===== src/logic/plic_pkg.sv =====
package plic_pkg;

    // Bus data width, also caps sources at 31 plus reserved bit 0
    localparam int BUS_WIDTH  = 32;
    localparam int ADDR_WIDTH = 24;

    // Low bit of the page field and of the area field
    localparam int PAGE_LSB = 12;
    localparam int AREA_LSB = 21;

    // ----------------------------------------
    // Register map
    // ----------------------------------------
    localparam logic [ADDR_WIDTH-1:0] PRIO_BASE      = 24'h000000;
    localparam logic [ADDR_WIDTH-1:0] PENDING_OFFSET = 24'h001000;
    localparam logic [ADDR_WIDTH-1:0] ENABLE_BASE    = 24'h002000;
    localparam logic [ADDR_WIDTH-1:0] CONTEXT_BASE   = 24'h200000;

    // Byte distance between enable words of adjacent targets
    localparam int ENABLE_STRIDE = 'h80;

    // Register fields inside one target context page
    localparam logic [11:0] THRESHOLD_OFFSET = 12'h000;
    localparam logic [11:0] CLAIM_OFFSET     = 12'h004;

    // ----------------------------------------
    // Offset decode
    // ----------------------------------------
    // Page view for priority, pending and enable space,
    // context view for threshold and claim/complete
    typedef union packed {
        struct packed {
            logic [11:0] page;
            logic [9:0]  word;
            logic [1:0]  byte_sel;
        } page;
        struct packed {
            logic [2:0]  area;
            logic [8:0]  target;
            logic [11:0] reg_sel;
        } ctx;
    } plic_offset_u;

endpackage

===== src/logic/plic_claim_if.sv =====
`timescale 1ns/100ps

interface plic_claim_if #(
    parameter int SOURCE_COUNT = 8,
    parameter int TARGET_COUNT = 2
);

    // Source number width, 0 means no source
    localparam int SRC_W = $clog2(SOURCE_COUNT + 1);

    // One-cycle pulses per target
    logic [TARGET_COUNT-1:0]            claim_req;
    logic [TARGET_COUNT-1:0]            complete_req;

    // Source numbers per target
    logic [TARGET_COUNT-1:0][SRC_W-1:0] complete_idx;
    logic [TARGET_COUNT-1:0][SRC_W-1:0] claim_idx;

    modport regs (
        output claim_req,
        output complete_req,
        output complete_idx,
        input  claim_idx
    );

    modport gateway (
        input claim_req,
        input complete_req,
        input complete_idx,
        input claim_idx
    );

    modport target (
        output claim_idx
    );

endinterface


===== src/logic/plic_top.sv =====
`timescale 1ns/100ps

module plic_top #(
    parameter int SOURCE_COUNT = 8,
    parameter int TARGET_COUNT = 2,
    parameter int PRIO_WIDTH   = 3
) (
    input  logic                            clk,
    input  logic                            rst_n,

    // APB slave
    input  logic                            psel_i,
    input  logic                            penable_i,
    input  logic                            pwrite_i,
    input  logic [plic_pkg::ADDR_WIDTH-1:0] paddr_i,
    input  logic [plic_pkg::BUS_WIDTH-1:0]  pwdata_i,
    output logic [plic_pkg::BUS_WIDTH-1:0]  prdata_o,
    output logic                            pready_o,

    // Interrupt sources and target lines
    input  logic [SOURCE_COUNT:1]           irq_src_i,
    output logic [TARGET_COUNT-1:0]         irq_o
);

    logic [SOURCE_COUNT:1]                   pending;
    logic [SOURCE_COUNT:1][PRIO_WIDTH-1:0]   prio;
    logic [TARGET_COUNT-1:0][SOURCE_COUNT:1] enable;
    logic [TARGET_COUNT-1:0][PRIO_WIDTH-1:0] threshold;

    plic_claim_if #(
        .SOURCE_COUNT (SOURCE_COUNT),
        .TARGET_COUNT (TARGET_COUNT)
    ) claim_bus0 ();

    plic_regs #(
        .SOURCE_COUNT (SOURCE_COUNT),
        .TARGET_COUNT (TARGET_COUNT),
        .PRIO_WIDTH   (PRIO_WIDTH)
    ) regs0 (
        .clk         (clk),
        .rst_n       (rst_n),
        .psel_i      (psel_i),
        .penable_i   (penable_i),
        .pwrite_i    (pwrite_i),
        .paddr_i     (paddr_i),
        .pwdata_i    (pwdata_i),
        .prdata_o    (prdata_o),
        .pready_o    (pready_o),
        .pending_i   (pending),
        .prio_o      (prio),
        .enable_o    (enable),
        .threshold_o (threshold),
        .claim_bus   (claim_bus0.regs)
    );

    plic_gateway #(
        .SOURCE_COUNT (SOURCE_COUNT),
        .TARGET_COUNT (TARGET_COUNT)
    ) gateway0 (
        .clk       (clk),
        .rst_n     (rst_n),
        .irq_src_i (irq_src_i),
        .pending_o (pending),
        .claim_bus (claim_bus0.gateway)
    );

    plic_target #(
        .SOURCE_COUNT (SOURCE_COUNT),
        .TARGET_COUNT (TARGET_COUNT),
        .PRIO_WIDTH   (PRIO_WIDTH)
    ) target0 (
        .pending_i   (pending),
        .prio_i      (prio),
        .enable_i    (enable),
        .threshold_i (threshold),
        .irq_o       (irq_o),
        .claim_bus   (claim_bus0.target)
    );

endmodule


===== src/logic/plic_target.sv =====
`timescale 1ns/100ps

module plic_target #(
    parameter int SOURCE_COUNT = 8,
    parameter int TARGET_COUNT = 2,
    parameter int PRIO_WIDTH   = 3
) (
    input  logic [SOURCE_COUNT:1]                   pending_i,
    input  logic [SOURCE_COUNT:1][PRIO_WIDTH-1:0]   prio_i,
    input  logic [TARGET_COUNT-1:0][SOURCE_COUNT:1] enable_i,
    input  logic [TARGET_COUNT-1:0][PRIO_WIDTH-1:0] threshold_i,
    output logic [TARGET_COUNT-1:0]                 irq_o,
    plic_claim_if.target                            claim_bus
);

    localparam int SRC_W = $clog2(SOURCE_COUNT + 1);

    logic [TARGET_COUNT-1:0][SOURCE_COUNT:1] eligible;
    logic [TARGET_COUNT-1:0][SRC_W-1:0]      best_idx;
    logic [TARGET_COUNT-1:0][PRIO_WIDTH-1:0] best_prio;

    // ----------------------------------------
    // Highest priority search per target
    // ----------------------------------------
    always_comb begin
        for (int t = 0; t < TARGET_COUNT; t++) begin
            eligible[t]  = pending_i & enable_i[t];

            // Start at the threshold so only strictly higher wins
            best_idx[t]  = '0;
            best_prio[t] = threshold_i[t];

            // Strict compare keeps the lowest source on a tie
            for (int n = 1; n <= SOURCE_COUNT; n++) begin
                if (eligible[t][n] && (prio_i[n] > best_prio[t])) begin
                    best_idx[t]  = SRC_W'(n);
                    best_prio[t] = prio_i[n];
                end
            end

            irq_o[t] = (best_idx[t] != '0);

            if (irq_o[t]) begin
                assert (pending_i[best_idx[t]] && enable_i[t][best_idx[t]]
                        && (prio_i[best_idx[t]] > threshold_i[t]))
                else $error("plic_target: target %0d selected ineligible source %0d",
                            t, best_idx[t]);
            end
        end
    end

    assign claim_bus.claim_idx = best_idx;

endmodule


===== src/logic/plic_gateway.sv =====
`timescale 1ns/100ps

module plic_gateway #(
    parameter int SOURCE_COUNT = 8,
    parameter int TARGET_COUNT = 2
) (
    input  logic                 clk,
    input  logic                 rst_n,
    input  logic [SOURCE_COUNT:1] irq_src_i,
    output logic [SOURCE_COUNT:1] pending_o,
    plic_claim_if.gateway        claim_bus
);

    localparam int SRC_W = $clog2(SOURCE_COUNT + 1);

    logic [SOURCE_COUNT:1] pending_q;
    logic [SOURCE_COUNT:1] inflight_q;
    logic [SOURCE_COUNT:1] claim_hit;
    logic [SOURCE_COUNT:1] complete_hit;

    // Collect claim and complete events from all targets per source
    always_comb begin
        claim_hit    = '0;
        complete_hit = '0;
        for (int t = 0; t < TARGET_COUNT; t++) begin
            for (int n = 1; n <= SOURCE_COUNT; n++) begin
                if (claim_bus.claim_req[t] && (claim_bus.claim_idx[t] == SRC_W'(n))) begin
                    claim_hit[n] = 1'b1;
                end
                if (claim_bus.complete_req[t]
                    && (claim_bus.complete_idx[t] == SRC_W'(n))) begin
                    complete_hit[n] = 1'b1;
                end
            end
        end
    end

    // ----------------------------------------
    // Pending and in-flight state
    // ----------------------------------------
    always_ff @(posedge clk or negedge rst_n) begin
        if (!rst_n) begin
            pending_q  <= '0;
            inflight_q <= '0;
        end else begin
            for (int n = 1; n <= SOURCE_COUNT; n++) begin
                if (claim_hit[n]) begin
                    pending_q[n]  <= 1'b0;
                    inflight_q[n] <= 1'b1;
                end else begin
                    // Level source, blocked while the handler runs
                    if (irq_src_i[n] && !inflight_q[n]) begin
                        pending_q[n] <= 1'b1;
                    end
                    if (complete_hit[n]) begin
                        inflight_q[n] <= 1'b0;
                    end
                end
            end
        end
    end

    assign pending_o = pending_q;

    // The arbiter must only hand out sources that are pending here
    for (genvar t = 0; t < TARGET_COUNT; t++) begin : g_claim_chk
        ap_claim_pending: assert property (
            @(posedge clk) disable iff (!rst_n)
            (claim_bus.claim_req[t] && (claim_bus.claim_idx[t] != '0))
                |-> pending_q[claim_bus.claim_idx[t]]
        ) else $error("plic_gateway: target %0d claimed source %0d that was not pending",
                      t, claim_bus.claim_idx[t]);
    end

endmodule


===== src/logic/plic_regs.sv =====
`timescale 1ns/100ps

module plic_regs #(
    parameter int SOURCE_COUNT = 8,
    parameter int TARGET_COUNT = 2,
    parameter int PRIO_WIDTH   = 3
) (
    input  logic                                    clk,
    input  logic                                    rst_n,

    // APB slave
    input  logic                                    psel_i,
    input  logic                                    penable_i,
    input  logic                                    pwrite_i,
    input  logic [plic_pkg::ADDR_WIDTH-1:0]         paddr_i,
    input  logic [plic_pkg::BUS_WIDTH-1:0]          pwdata_i,
    output logic [plic_pkg::BUS_WIDTH-1:0]          prdata_o,
    output logic                                    pready_o,

    // Gateway state
    input  logic [SOURCE_COUNT:1]                   pending_i,

    // Configuration towards the arbiter
    output logic [SOURCE_COUNT:1][PRIO_WIDTH-1:0]   prio_o,
    output logic [TARGET_COUNT-1:0][SOURCE_COUNT:1] enable_o,
    output logic [TARGET_COUNT-1:0][PRIO_WIDTH-1:0] threshold_o,

    plic_claim_if.regs                              claim_bus
);

    import plic_pkg::*;

    localparam int SRC_W = $clog2(SOURCE_COUNT + 1);

    plic_offset_u                            offset;

    logic                                    access;
    logic                                    wr_en;
    logic                                    rd_first;
    logic                                    rd_wait_q;

    logic                                    word_ok;
    logic                                    prio_hit;
    logic                                    pending_hit;
    logic [TARGET_COUNT-1:0]                 enable_hit;
    logic [TARGET_COUNT-1:0]                 thresh_hit;
    logic [TARGET_COUNT-1:0]                 claim_hit;

    logic [BUS_WIDTH-1:0]                    rdata;
    logic [BUS_WIDTH-1:0]                    rdata_q;

    logic [SOURCE_COUNT:1][PRIO_WIDTH-1:0]   prio_q;
    logic [TARGET_COUNT-1:0][SOURCE_COUNT:1] enable_q;
    logic [TARGET_COUNT-1:0][PRIO_WIDTH-1:0] thresh_q;

    // ----------------------------------------
    // Bus phases
    // ----------------------------------------
    assign offset   = paddr_i;
    assign access   = psel_i & penable_i;
    assign wr_en    = access & pwrite_i;

    // First access cycle of a read, data gets registered here
    assign rd_first = access & ~pwrite_i & ~rd_wait_q;

    always_ff @(posedge clk or negedge rst_n) begin
        if (!rst_n) begin
            rd_wait_q <= 1'b0;
        end else begin
            rd_wait_q <= rd_first;
        end
    end

    // Writes finish at once, reads after one wait state
    assign pready_o = access & (pwrite_i | rd_wait_q);

    // ----------------------------------------
    // Address decode
    // ----------------------------------------
    assign word_ok     = (offset.page.byte_sel == 2'b00);
    assign prio_hit    = word_ok && (offset.page.page == PRIO_BASE[ADDR_WIDTH-1:PAGE_LSB]);
    assign pending_hit = (paddr_i == PENDING_OFFSET);

    always_comb begin
        for (int t = 0; t < TARGET_COUNT; t++) begin
            enable_hit[t] = word_ok
                && (offset.page.page == ENABLE_BASE[ADDR_WIDTH-1:PAGE_LSB])
                && (offset.page.word == 10'(t * ENABLE_STRIDE / 4));
            thresh_hit[t] = (offset.ctx.area == CONTEXT_BASE[ADDR_WIDTH-1:AREA_LSB])
                && (offset.ctx.target == 9'(t))
                && (offset.ctx.reg_sel == THRESHOLD_OFFSET);
            claim_hit[t]  = (offset.ctx.area == CONTEXT_BASE[ADDR_WIDTH-1:AREA_LSB])
                && (offset.ctx.target == 9'(t))
                && (offset.ctx.reg_sel == CLAIM_OFFSET);
        end
    end

    // ----------------------------------------
    // Configuration registers
    // ----------------------------------------
    always_ff @(posedge clk or negedge rst_n) begin
        if (!rst_n) begin
            prio_q   <= '0;
            enable_q <= '0;
            thresh_q <= '0;
        end else if (wr_en) begin
            // Source 0 has no storage, word 0 never matches
            for (int n = 1; n <= SOURCE_COUNT; n++) begin
                if (prio_hit && (offset.page.word == 10'(n))) begin
                    prio_q[n] <= pwdata_i[PRIO_WIDTH-1:0];
                end
            end
            for (int t = 0; t < TARGET_COUNT; t++) begin
                if (enable_hit[t]) begin
                    enable_q[t] <= pwdata_i[SOURCE_COUNT:1];
                end
                if (thresh_hit[t]) begin
                    thresh_q[t] <= pwdata_i[PRIO_WIDTH-1:0];
                end
            end
        end
    end

    assign prio_o      = prio_q;
    assign enable_o    = enable_q;
    assign threshold_o = thresh_q;

    // ----------------------------------------
    // Claim and complete pulses
    // ----------------------------------------
    always_comb begin
        for (int t = 0; t < TARGET_COUNT; t++) begin
            claim_bus.claim_req[t]    = rd_first & claim_hit[t];
            claim_bus.complete_req[t] = wr_en & claim_hit[t];
            claim_bus.complete_idx[t] = pwdata_i[SRC_W-1:0];
        end
    end

    // ----------------------------------------
    // Read path
    // ----------------------------------------
    always_comb begin
        rdata = '0;
        if (prio_hit) begin
            for (int n = 1; n <= SOURCE_COUNT; n++) begin
                if (offset.page.word == 10'(n)) begin
                    rdata[PRIO_WIDTH-1:0] = prio_q[n];
                end
            end
        end
        if (pending_hit) begin
            rdata[SOURCE_COUNT:0] = {pending_i, 1'b0};
        end
        for (int t = 0; t < TARGET_COUNT; t++) begin
            if (enable_hit[t]) begin
                rdata[SOURCE_COUNT:0] = {enable_q[t], 1'b0};
            end
            if (thresh_hit[t]) begin
                rdata[PRIO_WIDTH-1:0] = thresh_q[t];
            end
            // Claim returns the arbiter's choice in the same cycle it pulses
            if (claim_hit[t]) begin
                rdata[SRC_W-1:0] = claim_bus.claim_idx[t];
            end
        end
    end

    always_ff @(posedge clk or negedge rst_n) begin
        if (!rst_n) begin
            rdata_q <= '0;
        end else if (rd_first) begin
            rdata_q <= rdata;
        end
    end

    assign prdata_o = rdata_q;

    // ----------------------------------------
    // Checks
    // ----------------------------------------
    ap_addr_stable: assert property (
        @(posedge clk) disable iff (!rst_n)
        (psel_i && penable_i) |-> $stable(paddr_i)
    ) else $error("plic_regs: paddr changed during an APB transfer");

    ap_one_claim: assert property (
        @(posedge clk) disable iff (!rst_n)
        $onehot0(claim_bus.claim_req)
    ) else $error("plic_regs: more than one claim pulse in a cycle");

endmodule


===== config.mk =====
export PLATFORM = sky130hd
export DESIGN_NAME = plic_top
export DESIGN_NICKNAME = d
export VERILOG_FILES = /design/src/logic/plic_pkg.sv /design/src/logic/plic_claim_if.sv /design/src/logic/plic_top.sv /design/src/logic/plic_target.sv /design/src/logic/plic_gateway.sv /design/src/logic/plic_regs.sv
export SDC_FILE = /design/constraint.sdc
export NUM_CORES = 1
export LEC_CHECK = 0
export BUFFER_PORTS_ARGS = -buffer_cell sky130_fd_sc_hd__buf_2
export CORE_MARGIN = 1.5
export CORE_UTILIZATION = 58
export CTS_CLUSTER_SIZE = 14
export DETAILED_ROUTE_END_ITERATION = 16
export PLACE_DENSITY = 0.82
export SYNTH_ARGS = -nofsm -noshare
export SYNTH_HDL_FRONTEND = slang
export SYNTH_SLANG_ARGS = --single-unit

===== constraint.sdc =====
create_clock -name clk -period 16.85 [get_ports clk]
set_input_delay 1.685 -clock clk [delete_from_list [all_inputs] [get_ports clk]]
set_output_delay 1.685 -clock clk [all_outputs]
set_load 0.005 [all_outputs]

==> out/summary.json, run 1 <==
{
  "design.core.area": {"value": 10200, "unit": "um2"},
  "ys_dominant_reg_cell": {"value": "sky130_fd_sc_hd__dfrtp_1"},
  "async_flop_share": {"value": 1.00},
  "total_neg_setup_slack": {"value": 0, "unit": "ns"},
  "drt_pass1_iterations": {"value": 8},
  "grtUsageTotal": {"value": 0.361},
  "dp.final_hpwl": {"value": 14900, "unit": "um"},
  "antenna_cells_inserted": {"value": 0},
  "full_die_area": {"value": 11100, "unit": "um2"},
  "synthesis.yosys.warnings": {"value": 0},
  "finalClockSkew": {"value": 0.0118, "unit": "ns"},
  "slew_headroom": {"value": 0.285},
  "cts-hold-fix-buffers": {"value": 0},
  "fin_crit": {"value": 15.30, "unit": "ns"},
  "synth-seq-cells": {"value": 72},
  "die_height": {"value": 105, "unit": "um"},
  "cts_sinks": {"value": 72},
  "critical_path.most_common_cell": {"value": "sky130_fd_sc_hd__nor2_1"},
  "yosys.area.top_type": {"value": "sky130_fd_sc_hd__dfrtp_1"},
  "grt_max_degree": {"value": 73},
  "fmaxAchievable": {"value": 65.4, "unit": "MHz"},
  "postSynthCellCount": {"value": 723},
  "number_of_synthesized_flops_with_an_enable_pin": {"value": 0},
  "placement.io_buffers": {"value": 57},
  "critical_path_arrival": {"value": 13.61, "unit": "ns"},
  "crit_path_end_kind": {"value": "output pin"},
  "min_delay_path_depth": {"value": 2},
  "timing.final.crit_share": {"value": 0.908},
  "post_cts_buffers": {"value": 0},
  "core.rowCount": {"value": 37},
  "crit_path_top_delay_cell": {"value": "sky130_fd_sc_hd__a211oi_1"},
  "antenna_found_initial": {"value": 0},
  "routed_via_density": {"value": 6.76},
  "hold_path_class": {"value": "reg -> reg"},
  "timing.critical_path.fanout_max": {"value": 10},
  "initial_utilization": {"value": 0.591},
  "route.antenna.remaining_nets": {"value": 0},
  "layout.nets": {"value": 867},
  "ctsHtreeMaxLevel": {"value": 3},
  "clock_latency": {"value": 0.37, "unit": "ns"},
  "post-layout-total-power": {"value": 350, "unit": "uW"},
  "final_layout_size_suffix_gt1_frac": {"value": 0.170},
  "clkTransAtPathRegs": {"value": 0.08, "unit": "ns"},
  "dr.first_iter.drc_count": {"value": 704},
  "cp_class": {"value": "reg -> out"},
  "ctsRootBufferMaster": {"value": "sky130_fd_sc_hd__clkbuf_8"},
  "setup_repair_after_global_routing_missed_its_margin": {"value": "false"},
  "worstSetupStartpointType": {"value": "flip-flop"},
  "status": {"value": "completed"},
  "slowest_delay": {"value": 0.63, "unit": "ns"},
  "deepest_clock_path_buffer_count": {"value": 2},
  "die_w": {"value": 105, "unit": "um"},
  "tritoncts_clock_tree": {"value": "built"},
  "syn-cell-area": {"value": 6050, "unit": "um2"},
  "cp_data_required_time": {"value": 15.16, "unit": "ns"},
  "report.final.setup_viol": {"value": 0},
  "slew_viol_final": {"value": 0},
  "via_count": {"value": 6154},
  "ys_top_cells_by_area": {"value": "sky130_fd_sc_hd__dfrtp_1 30%, sky130_fd_sc_hd__mux2_2 7.3%, sky130_fd_sc_hd__ha_1 5.8%, sky130_fd_sc_hd__nand2_1 5.0%, sky130_fd_sc_hd__o21ai_0 4.4%"},
  "maxCapViolCount": {"value": 0},
  "sequential_fraction_of_the_synthesis_area": {"value": 0.298},
  "area_growth_syn_to_layout": {"value": 8.23, "unit": "%"},
  "wire_length_of_the_first_global_routing_pass": {"value": 30900, "unit": "um"},
  "p_leak": {"value": 2.96, "unit": "nW"},
  "globalRoute.totalOverflow": {"value": 0},
  "syn_avg_cell_area": {"value": 8.37, "unit": "um2"},
  "reg2regPathDepth": {"value": 58},
  "synth_top_area_frac": {"value": 0.298},
  "vdd_ir_drop_max": {"value": 44.8, "unit": "uV"},
  "timing_hold_violations_final": {"value": 0},
  "numCtsBuffers": {"value": 9},
  "wl": {"value": 19200, "unit": "um"},
  "layout.cells.most_common_list": {"value": "81 x sky130_fd_sc_hd__nand2_1, 72 x sky130_fd_sc_hd__dfrtp_1, 62 x sky130_fd_sc_hd__nor2_1"},
  "most_common_library_cell_in_the_layout_ignoring_fill_and_taps": {"value": "sky130_fd_sc_hd__nand2_1"},
  "worst_pin_slew": {"value": 1.07, "unit": "ns"},
  "ioPinCount": {"value": 104},
  "drt_drc_violations_left": {"value": 0},
  "routedWlPerCell": {"value": 21.1, "unit": "um"},
  "post_cts_resized": {"value": 0},
  "synth_cell_type_count": {"value": 83},
  "place.gp.congestion": {"value": 0.975},
  "grt_pass1_vias": {"value": 5940},
  "power_density": {"value": 53.5, "unit": "nW/um2"}
}
-- synth_stat cells (3+ instances only) --
library cell and count:
sky130_fd_sc_hd__nand2_1 81, sky130_fd_sc_hd__dfrtp_1 72, sky130_fd_sc_hd__nor2_1 62, sky130_fd_sc_hd__o21ai_0 53, sky130_fd_sc_hd__mux2_2 39, sky130_fd_sc_hd__inv_1 35, sky130_fd_sc_hd__nand3_1 34, sky130_fd_sc_hd__ha_1 28
sky130_fd_sc_hd__a21oi_1 27, sky130_fd_sc_hd__buf_4 23, sky130_fd_sc_hd__clkbuf_1 17, sky130_fd_sc_hd__nor3_1 17, sky130_fd_sc_hd__a31oi_1 13, sky130_fd_sc_hd__and2_1 12, sky130_fd_sc_hd__nand4_1 12, sky130_fd_sc_hd__o21a_1 10
sky130_fd_sc_hd__and3_1 9, sky130_fd_sc_hd__nor2b_1 9, sky130_fd_sc_hd__nor4_1 9, sky130_fd_sc_hd__o211ai_1 9, sky130_fd_sc_hd__a21o_1 8, sky130_fd_sc_hd__nand2b_1 8, sky130_fd_sc_hd__o22ai_1 8, sky130_fd_sc_hd__a211oi_1 7
sky130_fd_sc_hd__a222oi_1 7, sky130_fd_sc_hd__mux2i_1 6, sky130_fd_sc_hd__o211a_1 6, sky130_fd_sc_hd__o31ai_1 6, sky130_fd_sc_hd__nand3b_1 5, sky130_fd_sc_hd__or3_1 5, sky130_fd_sc_hd__a221oi_1 4, sky130_fd_sc_hd__a22oi_1 4
sky130_fd_sc_hd__a311oi_1 4, sky130_fd_sc_hd__o2111ai_1 4, sky130_fd_sc_hd__maj3_1 3, sky130_fd_sc_hd__nor3_2 3, sky130_fd_sc_hd__o21ai_1 3, sky130_fd_sc_hd__o22a_1 3, sky130_fd_sc_hd__or2_1 3, sky130_fd_sc_hd__or4_1 3
-- layout make-up --
type	instances	area [um2]
multi-input cells	594	3940
fillers	893	3680
flip-flops and latches	72	1800
repair buffers	58	295
well taps	136	170
clock buffers	11	131
inverters	35	131
clock inverters	5	81.3
-- path summary, 6_finish.rpt --
check | end | start | slack, ns
max | irq_o[0] | regs0.threshold_o[2] | 1.55
min | regs0.prdata_o[7] | regs0.prdata_o[7] | 0.48
max reg2reg | gateway0.pending_o[7] | regs0.threshold_o[2] | 2.88
min reg2reg | regs0.prdata_o[7] | regs0.prdata_o[7] | 0.48
max in group asynchronous | regs0.enable_o[10] | rst_n | 14.80
min in group asynchronous | regs0.prdata_o[4] | rst_n | 1.44
-- sequential cells by signal, indices dropped and copies added (netlist names) --
register and flops:
regs0.prdata_o 9, gateway0.pending_o 8, regs0.enable_o 16, gateway0.inflight_q 8, regs0.prio_o 24, regs0.rd_wait_q 1, regs0.threshold_o 6
-- per-stage QoR --
step                instances  utilization  worst slack [ns]  cell area, um2  hold slack (ns)
floorplan                 745            -              4.25            6130            0.462
global placement          895        0.619              2.42            6330            0.464
detailed placement        895        0.619              2.29            6330            0.465
CTS                       911        0.640              1.79            6550            0.484
global route              911        0.640             0.672            6550            0.495
finish                    911        0.640              1.55            6550            0.479
-- report_power, final --
part / switching (mW) / internal, mW
clock network: 0.0686 / 0.0835
registers: 0.000841 / 0.174
logic: 0.0157 / 0.00779
-- critical path, delay by kind of cell, from the launching register on --
family	cells	cell delay [ns]
fa+ha+maj	8	2.37
simple gates	20	2.83
buf+inv	3	0.38
compound gates	22	5.42
mux	5	1.79
flops	1	0.45
-- routing by layer --
| layer | track usage | part of all wire | vias to the layer above |
|---|---|---|---|
| li1 | - | - | 2779 |
| met1 | 0.466 | 0.40 | 2902 |
| met2 | 0.571 | 0.45 | 401 |
| met3 | 0.0736 | 0.10 | 72 |
| met4 | 0.189 | 0.047 | 0 |
| met5 | 0 | 0 | - |
-- logic make-up after synthesis --
kind of cell	synth area share
other	0.000620
buffers and inverters	0.0652
AO/OA/AOI/OAI	0.253
flip-flops	0.298
multiplexers	0.0825
AND/OR/NAND/NOR	0.238
adder cells (fa/ha/maj)	0.0629
(Power assumes the default switching activity.)
==> run 2: changes to the inputs <==
--- a/config.mk
+++ b/config.mk
@@ -10,6 +10,7 @@
 export CORE_UTILIZATION = 58
 export CTS_CLUSTER_SIZE = 14
 export DETAILED_ROUTE_END_ITERATION = 16
+export GPL_TIMING_DRIVEN = 0
 export PLACE_DENSITY = 0.82
 export SYNTH_ARGS = -nofsm -noshare
 export SYNTH_HDL_FRONTEND = slang
==> out/summary.json, run 2 (synthesis results as in run 1) <==
{
  "status": {"value": "completed"},
  "setup_repair_after_global_routing_missed_its_margin": {"value": "false"},
  "slowest_delay": {"value": 0.62, "unit": "ns", "change": "about the same"},
  "wl": {"value": 20200, "unit": "um", "change": "+4.9%"},
  "die_w": {"value": 105, "unit": "um", "change": "unchanged"},
  "report.final.setup_viol": {"value": 0, "change": "unchanged"},
  "fin_crit": {"value": 15.27, "unit": "ns", "change": "-0.0302 ns"},
  "timing.final.crit_share": {"value": 0.906, "change": "-0.00179"},
  "grt-busiest-layer": {"value": "met2"},
  "core.rowCount": {"value": 37, "change": "unchanged"},
  "routedWlPerCell": {"value": 21.2, "unit": "um", "change": "+0.41%"},
  "clkTransAtPathRegs": {"value": 0.08, "unit": "ns", "change": "about the same"},
  "numCtsBuffers": {"value": 9, "change": "unchanged"},
  "crit_path_top_delay_cell": {"value": "sky130_fd_sc_hd__o2111ai_1"},
  "globalRoute.totalOverflow": {"value": 0, "change": "unchanged"},
  "dp.final_hpwl": {"value": 15800, "unit": "um", "change": "+6.6%"},
  "layout.core_utilization": {"value": 0.664, "change": "+0.0241"},
  "multiInputGateArea": {"value": 3940, "unit": "um2", "change": "unchanged"},
  "critical_path_arrival": {"value": 13.58, "unit": "ns", "change": "-0.03 ns"},
  "routed_via_density": {"value": 6.59, "change": "-2.5%"},
  "via_count": {"value": 6272, "change": "+1.9%"},
  "clock_power_share": {"value": 0.429, "change": "-0.005"},
  "use_met2": {"value": 0.592, "change": "+0.0210"},
  "most_common_library_cell_in_the_layout_ignoring_fill_and_taps": {"value": "sky130_fd_sc_hd__nand2_1"},
  "antenna_found_initial": {"value": 0, "change": "unchanged"},
  "final.fill_count": {"value": 885, "change": "-0.90%"},
  "post_cts_buffers": {"value": 0, "change": "unchanged"},
  "finalClockSkew": {"value": 0.0167, "unit": "ns", "change": "+0.00489 ns"},
  "p_int": {"value": 263, "unit": "uW", "change": "-0.87%"},
  "final_layout_size_suffix_gt1_frac": {"value": 0.194, "change": "+0.0233"},
  "met1_usage": {"value": 0.501, "change": "+0.0351"},
  "min_delay_path_depth": {"value": 2, "change": "unchanged"},
  "maxCapViolCount": {"value": 0, "change": "unchanged"},
  "ioPinCount": {"value": 104, "change": "unchanged"},
  "crit_path_end_kind": {"value": "output pin"},
  "drt_pass1_iterations": {"value": 5, "change": "-3"},
  "die_height": {"value": 105, "unit": "um", "change": "unchanged"},
  "regToRegStartpoint": {"value": "regs0.threshold_o[5]"},
  "hp-start": {"value": "regs0.prdata_o[5]"},
  "seqCellArea": {"value": 1800, "unit": "um2", "change": "unchanged"},
  "vdd_ir_drop_max": {"value": 50.5, "unit": "uV", "change": "+13%"},
  "global_route.usage.met3": {"value": 0.0686, "change": "-0.00499"},
  "ctsHtreeMaxLevel": {"value": 3, "change": "unchanged"},
  "largest_register_ff_count": {"value": 24, "change": "unchanged"},
  "clock_latency": {"value": 0.37, "unit": "ns", "change": "about the same"},
  "cp_data_required_time": {"value": 15.16, "unit": "ns", "change": "about the same"},
  "total_neg_setup_slack": {"value": 0, "unit": "ns", "change": "unchanged"},
  "ctsRootBufferMaster": {"value": "sky130_fd_sc_hd__clkbuf_8"},
  "design.core.area": {"value": 10200, "unit": "um2", "change": "unchanged"},
  "slew_viol_final": {"value": 0, "change": "unchanged"},
  "r2r-end": {"value": "gateway0.pending_o[2]"},
  "placement.io_buffers": {"value": 55, "change": "-3.5%"},
  "grtUsageTotal": {"value": 0.375, "change": "+0.0137"},
  "post_cts_resized": {"value": 0, "change": "unchanged"},
  "initial_utilization": {"value": 0.591, "change": "unchanged"},
  "route.antenna.remaining_nets": {"value": 0, "change": "unchanged"},
  "cp_class": {"value": "reg -> out"},
  "dr.first_iter.drc_count": {"value": 770, "change": "+9.4%"},
  "wire_length_of_the_first_global_routing_pass": {"value": 31700, "unit": "um", "change": "+2.8%"},
  "critical_path.most_common_cell": {"value": "sky130_fd_sc_hd__ha_1"},
  "grt_pass1_vias": {"value": 5972, "change": "+0.54%"},
  "full_die_area": {"value": 11100, "unit": "um2", "change": "unchanged"},
  "comb_power_share": {"value": 0.080, "change": "+0.013"},
  "antenna_cells_inserted": {"value": 0, "change": "unchanged"},
  "hold_path_class": {"value": "reg -> reg"},
  "area_growth_syn_to_layout": {"value": 12.3, "unit": "%"},
  "timing.critical_path.fanout_max": {"value": 9, "change": "-1"},
  "reg2regPathDepth": {"value": 56, "change": "-3.4%"},
  "reg2reg_setup_slack": {"value": 2.91, "unit": "ns", "change": "+0.03 ns"},
  "timing_hold_violations_final": {"value": 0, "change": "unchanged"},
  "layout.nets": {"value": 908, "change": "+4.7%"},
  "switching_power": {"value": 92.5, "unit": "uW", "change": "+8.6%"},
  "place.gp.congestion": {"value": 1.03, "change": "+5.9%"},
  "deepest_clock_path_buffer_count": {"value": 2, "change": "unchanged"},
  "power_density": {"value": 52.3, "unit": "nW/um2", "change": "-2.2%"},
  "slew_headroom": {"value": 0.269, "change": "-0.0157"},
  "tritoncts_clock_tree": {"value": "built"},
  "whs_endpoint": {"value": "regs0.prdata_o[5]"},
  "seq_power_share": {"value": 0.491, "change": "-0.008"},
  "worstSetupStartpointType": {"value": "flip-flop"},
  "fmaxAchievable": {"value": 65.5, "unit": "MHz", "change": "+0.20%"},
  "grt_max_degree": {"value": 73, "change": "unchanged"},
  "worst_pin_slew": {"value": 1.09, "unit": "ns", "change": "+0.0234 ns"},
  "post-layout-total-power": {"value": 355, "unit": "uW", "change": "+1.4%"},
  "drt_drc_violations_left": {"value": 0, "change": "unchanged"},
  "layout.cells.most_common_list": {"value": "81 x sky130_fd_sc_hd__nand2_1, 72 x sky130_fd_sc_hd__dfrtp_1, 62 x sky130_fd_sc_hd__nor2_1"},
  "p_leak": {"value": 3.10, "unit": "nW", "change": "+5.0%"},
  "power_switching_share": {"value": 0.260, "change": "+0.0172"},
  "cts-hold-fix-buffers": {"value": 0, "change": "unchanged"},
  "cts_sinks": {"value": 72, "change": "unchanged"}
}
[run 2: power groups by stage]
stage	clock [mW]	combinational (mW)	sequential (mW)
3_5_place_dp	0	0.0277	0.178
3_3_place_gp	0	0.0269	0.178
4_1_cts	0.152	0.0277	0.175
5_1_grt	0.158	0.0308	0.175
2_1_floorplan	0	0.0128	0.178
6_report	0.152	0.0283	0.175
[run 2: worst max-delay path by stage]
stage / from / to / slack [ns] / cells after the start
3_3_place_gp: regs0.threshold_o[5] / irq_o[1] / 2.40 / 55
5_1_grt: regs0.threshold_o[5] / irq_o[1] / 0.51 / 57
3_5_place_dp: regs0.threshold_o[5] / irq_o[1] / 2.30 / 57
2_1_floorplan: regs0.prio_o[2] / irq_o[1] / 4.25 / 55
4_1_cts: regs0.threshold_o[5] / irq_o[1] / 1.82 / 55
6_report: regs0.threshold_o[5] / irq_o[1] / 1.58 / 57
[run 2: area by class of cell]
type	instances	area share
multi-input combinational	594	0.579
timing repair buffer	55	0.0409
clock buffer	11	0.0223
tap	136	0.0250
inverter	35	0.0193
sequential	72	0.265
clock inverter	5	0.00921
buffer	44	0.0387
[run 2: worst max-delay path, delay by kind of cell, from the launching register on]
family | cells | cell delay (ns)
fa+ha+maj | 9 | 2.50
simple gates | 20 | 3.68
compound gates | 20 | 5.03
flops | 1 | 0.45
mux | 3 | 0.99
buf+inv | 5 | 0.55
[run 2: through the flow]
| stage | setup slack (ns) | instance area (um2) | hold WS (ns) | cells |
|---|---|---|---|---|
| after global routing | 0.511 | 6790 | 0.499 | 952 |
| final | 1.58 | 6790 | 0.485 | 952 |
| after global placement | 2.40 | 6580 | 0.463 | 936 |
| after floorplan | 4.25 | 6130 | 0.462 | 745 |
| after detailed placement | 2.30 | 6580 | 0.466 | 936 |
| after CTS | 1.82 | 6790 | 0.490 | 952 |
[run 2: layer usage]
metal / share of wire / up-vias
met5: 0 / -
met4: 0.044 / 0
met3: 0.11 / 65
met2: 0.45 / 419
met1: 0.39 / 2932
li1: - / 2856
==> run 3: changes to the inputs <==
--- a/config.mk
+++ b/config.mk
@@ -5,13 +5,14 @@
 export SDC_FILE = /design/constraint.sdc
 export NUM_CORES = 1
 export LEC_CHECK = 0
+export ABC_AREA = 1
 export BUFFER_PORTS_ARGS = -buffer_cell sky130_fd_sc_hd__buf_2
 export CORE_MARGIN = 1.5
-export CORE_UTILIZATION = 58
+export CORE_UTILIZATION = 57
 export CTS_CLUSTER_SIZE = 14
 export DETAILED_ROUTE_END_ITERATION = 16
 export GPL_TIMING_DRIVEN = 0
-export PLACE_DENSITY = 0.82
+export PLACE_DENSITY = 0.81
 export SYNTH_ARGS = -nofsm -noshare
 export SYNTH_HDL_FRONTEND = slang
 export SYNTH_SLANG_ARGS = --single-unit
==> out/summary.json, run 3 <==
{
  "ys_top_cells_by_area": {"value": "sky130_fd_sc_hd__dfrtp_1 31%, sky130_fd_sc_hd__nand2_1 14%, sky130_fd_sc_hd__o21ai_0 9.3%, sky130_fd_sc_hd__inv_1 7.0%, sky130_fd_sc_hd__ha_1 6.1%"},
  "met1_usage": {"value": 0.413, "change": "-0.0879"},
  "die_w": {"value": 104, "unit": "um", "change": "-1.3%"},
  "critical_path_arrival": {"value": 10.06, "unit": "ns", "change": "-3.52 ns"},
  "use_met2": {"value": 0.497, "change": "-0.0958"},
  "yosys.area.top_type": {"value": "sky130_fd_sc_hd__dfrtp_1"},
  "slew_viol_final": {"value": 0, "change": "unchanged"},
  "ctsHtreeMaxLevel": {"value": 3, "change": "unchanged"},
  "critical_path.most_common_cell": {"value": "sky130_fd_sc_hd__o21ai_0"},
  "fin_crit": {"value": 11.74, "unit": "ns", "change": "-3.52 ns"},
  "route.antenna.remaining_nets": {"value": 0, "change": "unchanged"},
  "area_growth_syn_to_layout": {"value": 12.7, "unit": "%"},
  "report.final.setup_viol": {"value": 0, "change": "unchanged"},
  "vdd_ir_drop_max": {"value": 47.4, "unit": "uV", "change": "-6.1%"},
  "wl": {"value": 15600, "unit": "um", "change": "-23%"},
  "setup_repair_after_global_routing_missed_its_margin": {"value": "false"},
  "slowest_delay": {"value": 0.50, "unit": "ns", "change": "-0.12 ns"},
  "async_flop_share": {"value": 1.00, "change": "unchanged"},
  "syn-cell-area": {"value": 5790, "unit": "um2", "change": "-4.3%"},
  "ys_top_cells_by_count": {"value": "215 x sky130_fd_sc_hd__nand2_1, 108 x sky130_fd_sc_hd__inv_1, 108 x sky130_fd_sc_hd__o21ai_0, 72 x sky130_fd_sc_hd__dfrtp_1, 70 x sky130_fd_sc_hd__nor2_1"},
  "global_route.usage.met3": {"value": 0.0365, "change": "-0.0321"},
  "tritoncts_clock_tree": {"value": "built"},
  "wire_length_of_the_first_global_routing_pass": {"value": 26200, "unit": "um", "change": "-17%"},
  "placed_cells_incl_taps": {"value": 1071, "change": "+14%"},
  "routed_via_density": {"value": 5.47, "change": "-17%"},
  "synth_top_area_frac": {"value": 0.311, "change": "+0.0135"},
  "number_of_synthesized_flops_with_an_enable_pin": {"value": 0, "change": "unchanged"},
  "routedWlPerCell": {"value": 14.4, "unit": "um", "change": "-32%"},
  "core.rowCount": {"value": 36, "change": "-2.7%"},
  "largest_register_ff_count": {"value": 24, "change": "unchanged"},
  "layout.cells.non_filler": {"value": 1087, "change": "+14%"},
  "p_leak": {"value": 3.39, "unit": "nW", "change": "+9.2%"},
  "syn_avg_cell_area": {"value": 6.74, "unit": "um2", "change": "-19%"},
  "yosys.cell_count.top_type": {"value": "sky130_fd_sc_hd__nand2_1"},
  "fmaxAchievable": {"value": 85.1, "unit": "MHz", "change": "+30%"},
  "initial_utilization": {"value": 0.589, "change": "-0.00197"},
  "finalClockSkew": {"value": 0.00973, "unit": "ns", "change": "-0.00695 ns"},
  "ys_dominant_reg_cell": {"value": "sky130_fd_sc_hd__dfrtp_1"},
  "grtUsageTotal": {"value": 0.307, "change": "-0.0683"},
  "sequential_fraction_of_the_synthesis_area": {"value": 0.311, "change": "+0.0135"},
  "antenna_cells_inserted": {"value": 0, "change": "unchanged"},
  "numCtsBuffers": {"value": 9, "change": "unchanged"},
  "via_count": {"value": 5951, "change": "-5.1%"},
  "synth_cell_type_count": {"value": 40, "change": "-52%"},
  "die_height": {"value": 104, "unit": "um", "change": "-1.3%"},
  "power_density": {"value": 48.9, "unit": "nW/um2", "change": "-6.5%"},
  "total_neg_setup_slack": {"value": 0, "unit": "ns", "change": "unchanged"},
  "ctsRootBufferMaster": {"value": "sky130_fd_sc_hd__clkbuf_8"},
  "ioPinCount": {"value": 104, "change": "unchanged"},
  "layout.cells.most_common_list": {"value": "215 x sky130_fd_sc_hd__nand2_1, 108 x sky130_fd_sc_hd__inv_1, 108 x sky130_fd_sc_hd__o21ai_0"},
  "cp_data_required_time": {"value": 15.16, "unit": "ns", "change": "about the same"},
  "drt_drc_violations_left": {"value": 0, "change": "unchanged"},
  "most_common_library_cell_in_the_layout_ignoring_fill_and_taps": {"value": "sky130_fd_sc_hd__nand2_1"},
  "crit_path_top_delay_cell": {"value": "sky130_fd_sc_hd__dfrtp_1"},
  "globalRoute.totalOverflow": {"value": 0, "change": "unchanged"},
  "layout.nets": {"value": 1046, "change": "+15%"},
  "maxCapViolCount": {"value": 0, "change": "unchanged"},
  "worst_pin_slew": {"value": 0.907, "unit": "ns", "change": "-0.184 ns"},
  "grt_pass1_vias": {"value": 5441, "change": "-8.9%"},
  "cp_class": {"value": "reg -> out"},
  "grt_max_degree": {"value": 56, "change": "-23%"},
  "post_cts_resized": {"value": 0, "change": "unchanged"},
  "synth-seq-cells": {"value": 72, "change": "unchanged"},
  "fin_worst_hold_slack": {"value": 0.480, "unit": "ns", "change": "-0.00519 ns"},
  "place.gp.congestion": {"value": 0.961, "change": "-6.9%"},
  "timing.final.crit_share": {"value": 0.697, "change": "-0.209"},
  "full_die_area": {"value": 10800, "unit": "um2", "change": "-2.6%"},
  "post-layout-total-power": {"value": 319, "unit": "uW", "change": "-10%"},
  "synthesis.yosys.warnings": {"value": 0, "change": "unchanged"},
  "post_cts_buffers": {"value": 0, "change": "unchanged"},
  "cts_sinks": {"value": 72, "change": "unchanged"},
  "deepest_clock_path_buffer_count": {"value": 2, "change": "unchanged"},
  "clock_latency": {"value": 0.36, "unit": "ns", "change": "about the same"},
  "hold_path_class": {"value": "reg -> reg"},
  "postSynthCellCount": {"value": 858, "change": "+19%"},
  "status": {"value": "completed"},
  "crit_path_end_kind": {"value": "output pin"},
  "antenna_found_initial": {"value": 0, "change": "unchanged"},
  "timing.critical_path.fanout_max": {"value": 10, "change": "+1"},
  "design.core.area": {"value": 9820, "unit": "um2", "change": "-4.0%"},
  "grt-busiest-layer": {"value": "met2"},
  "slew_headroom": {"value": 0.390, "change": "+0.122"},
  "dp.final_hpwl": {"value": 12700, "unit": "um", "change": "-20%"},
  "dr.first_iter.drc_count": {"value": 435, "change": "-44%"},
  "clkTransAtPathRegs": {"value": 0.08, "unit": "ns", "change": "about the same"},
  "final_layout_size_suffix_gt1_frac": {"value": 0.178, "change": "-0.0154"},
  "placement.io_buffers": {"value": 57, "change": "+3.6%"},
  "timing_hold_violations_final": {"value": 0, "change": "unchanged"},
  "worstSetupStartpointType": {"value": "flip-flop"},
  "cts-hold-fix-buffers": {"value": 0, "change": "unchanged"},
  "drt_pass1_iterations": {"value": 5, "change": "unchanged"}
}
run 3: changes by cell type in the layout (fill, tap and decap cells not counted), sizes merged, moves of 12 or more:
cell | before | now
and2 | 12 | 0
inv | 37 | 117
mux2 | 39 | 0
nand2 | 81 | 255
nand3 | 34 | 80
o21ai | 56 | 110
run 3: metrics by stage:
step	setup WS (ns)	cell area, um2	util
2_1_floorplan	7.27	5870	-
3_3_place_gp	5.85	6320	0.644
3_5_place_dp	5.66	6360	0.647
4_1_cts	5.20	6520	0.664
5_1_grt	4.23	6520	0.664
6_report	5.11	6520	0.664
run 3: logic make-up after synthesis:
logic type	Yosys count	share of synthesized area
AOI/OAI and AO/OA	170	0.163
adders and majority gates	28	0.0605
buffers and inverters	151	0.114
DFF	72	0.311
other	1	0.000648
and+or+nand+nor	436	0.351
run 3: routing by layer:
metal	up-vias	part of all wire
li1	2964	-
met1	2696	0.44
met2	243	0.45
met3	48	0.071
met4	0	0.040
met5	-	0
run 3: worst paths after layout:
check | from | end | slack [ns] | cells after the start
min in group asynchronous | rst_n | regs0.prio_o[3] | 1.20 | 1
min reg2reg | regs0.prdata_o[7] | regs0.prdata_o[7] | 0.48 | 2
min | regs0.prdata_o[7] | regs0.prdata_o[7] | 0.48 | 2
max in group asynchronous | rst_n | regs0.enable_o[6] | 15.10 | 2
max | regs0.prio_o[2] | irq_o[1] | 5.11 | 51
max reg2reg | regs0.prio_o[2] | regs0.prdata_o[3] | 6.94 | 53
run 3: cell type report:
cell class,count,area (um2)
sequential,72,1800
tap,133,166
multi-input combinational,657,3420
fill,916,3300
clock buffer,12,135
inverter,120,454
timing repair buffer,58,315
buffer,31,203
clock inverter,4,31.3
run 3: power breakdown:
part           leakage, nW  switching, mW  total, mW  internal [mW]
registers            0.964      0.0000562      0.173          0.173
logic                 2.34         0.0149     0.0245        0.00965
clock network       0.0845         0.0678      0.122         0.0541
total                 3.39         0.0827      0.319          0.237
run 3: worst max-delay path, delay by kind of cell, from the launching register on:
kind	cells	cell delay [ns]
adder cells (fa/ha/maj)	8	2.57
flip-flops	1	0.50
buffers and inverters	6	0.51
AO/OA/AOI/OAI	14	3.22
AND/OR/NAND/NOR	23	2.92
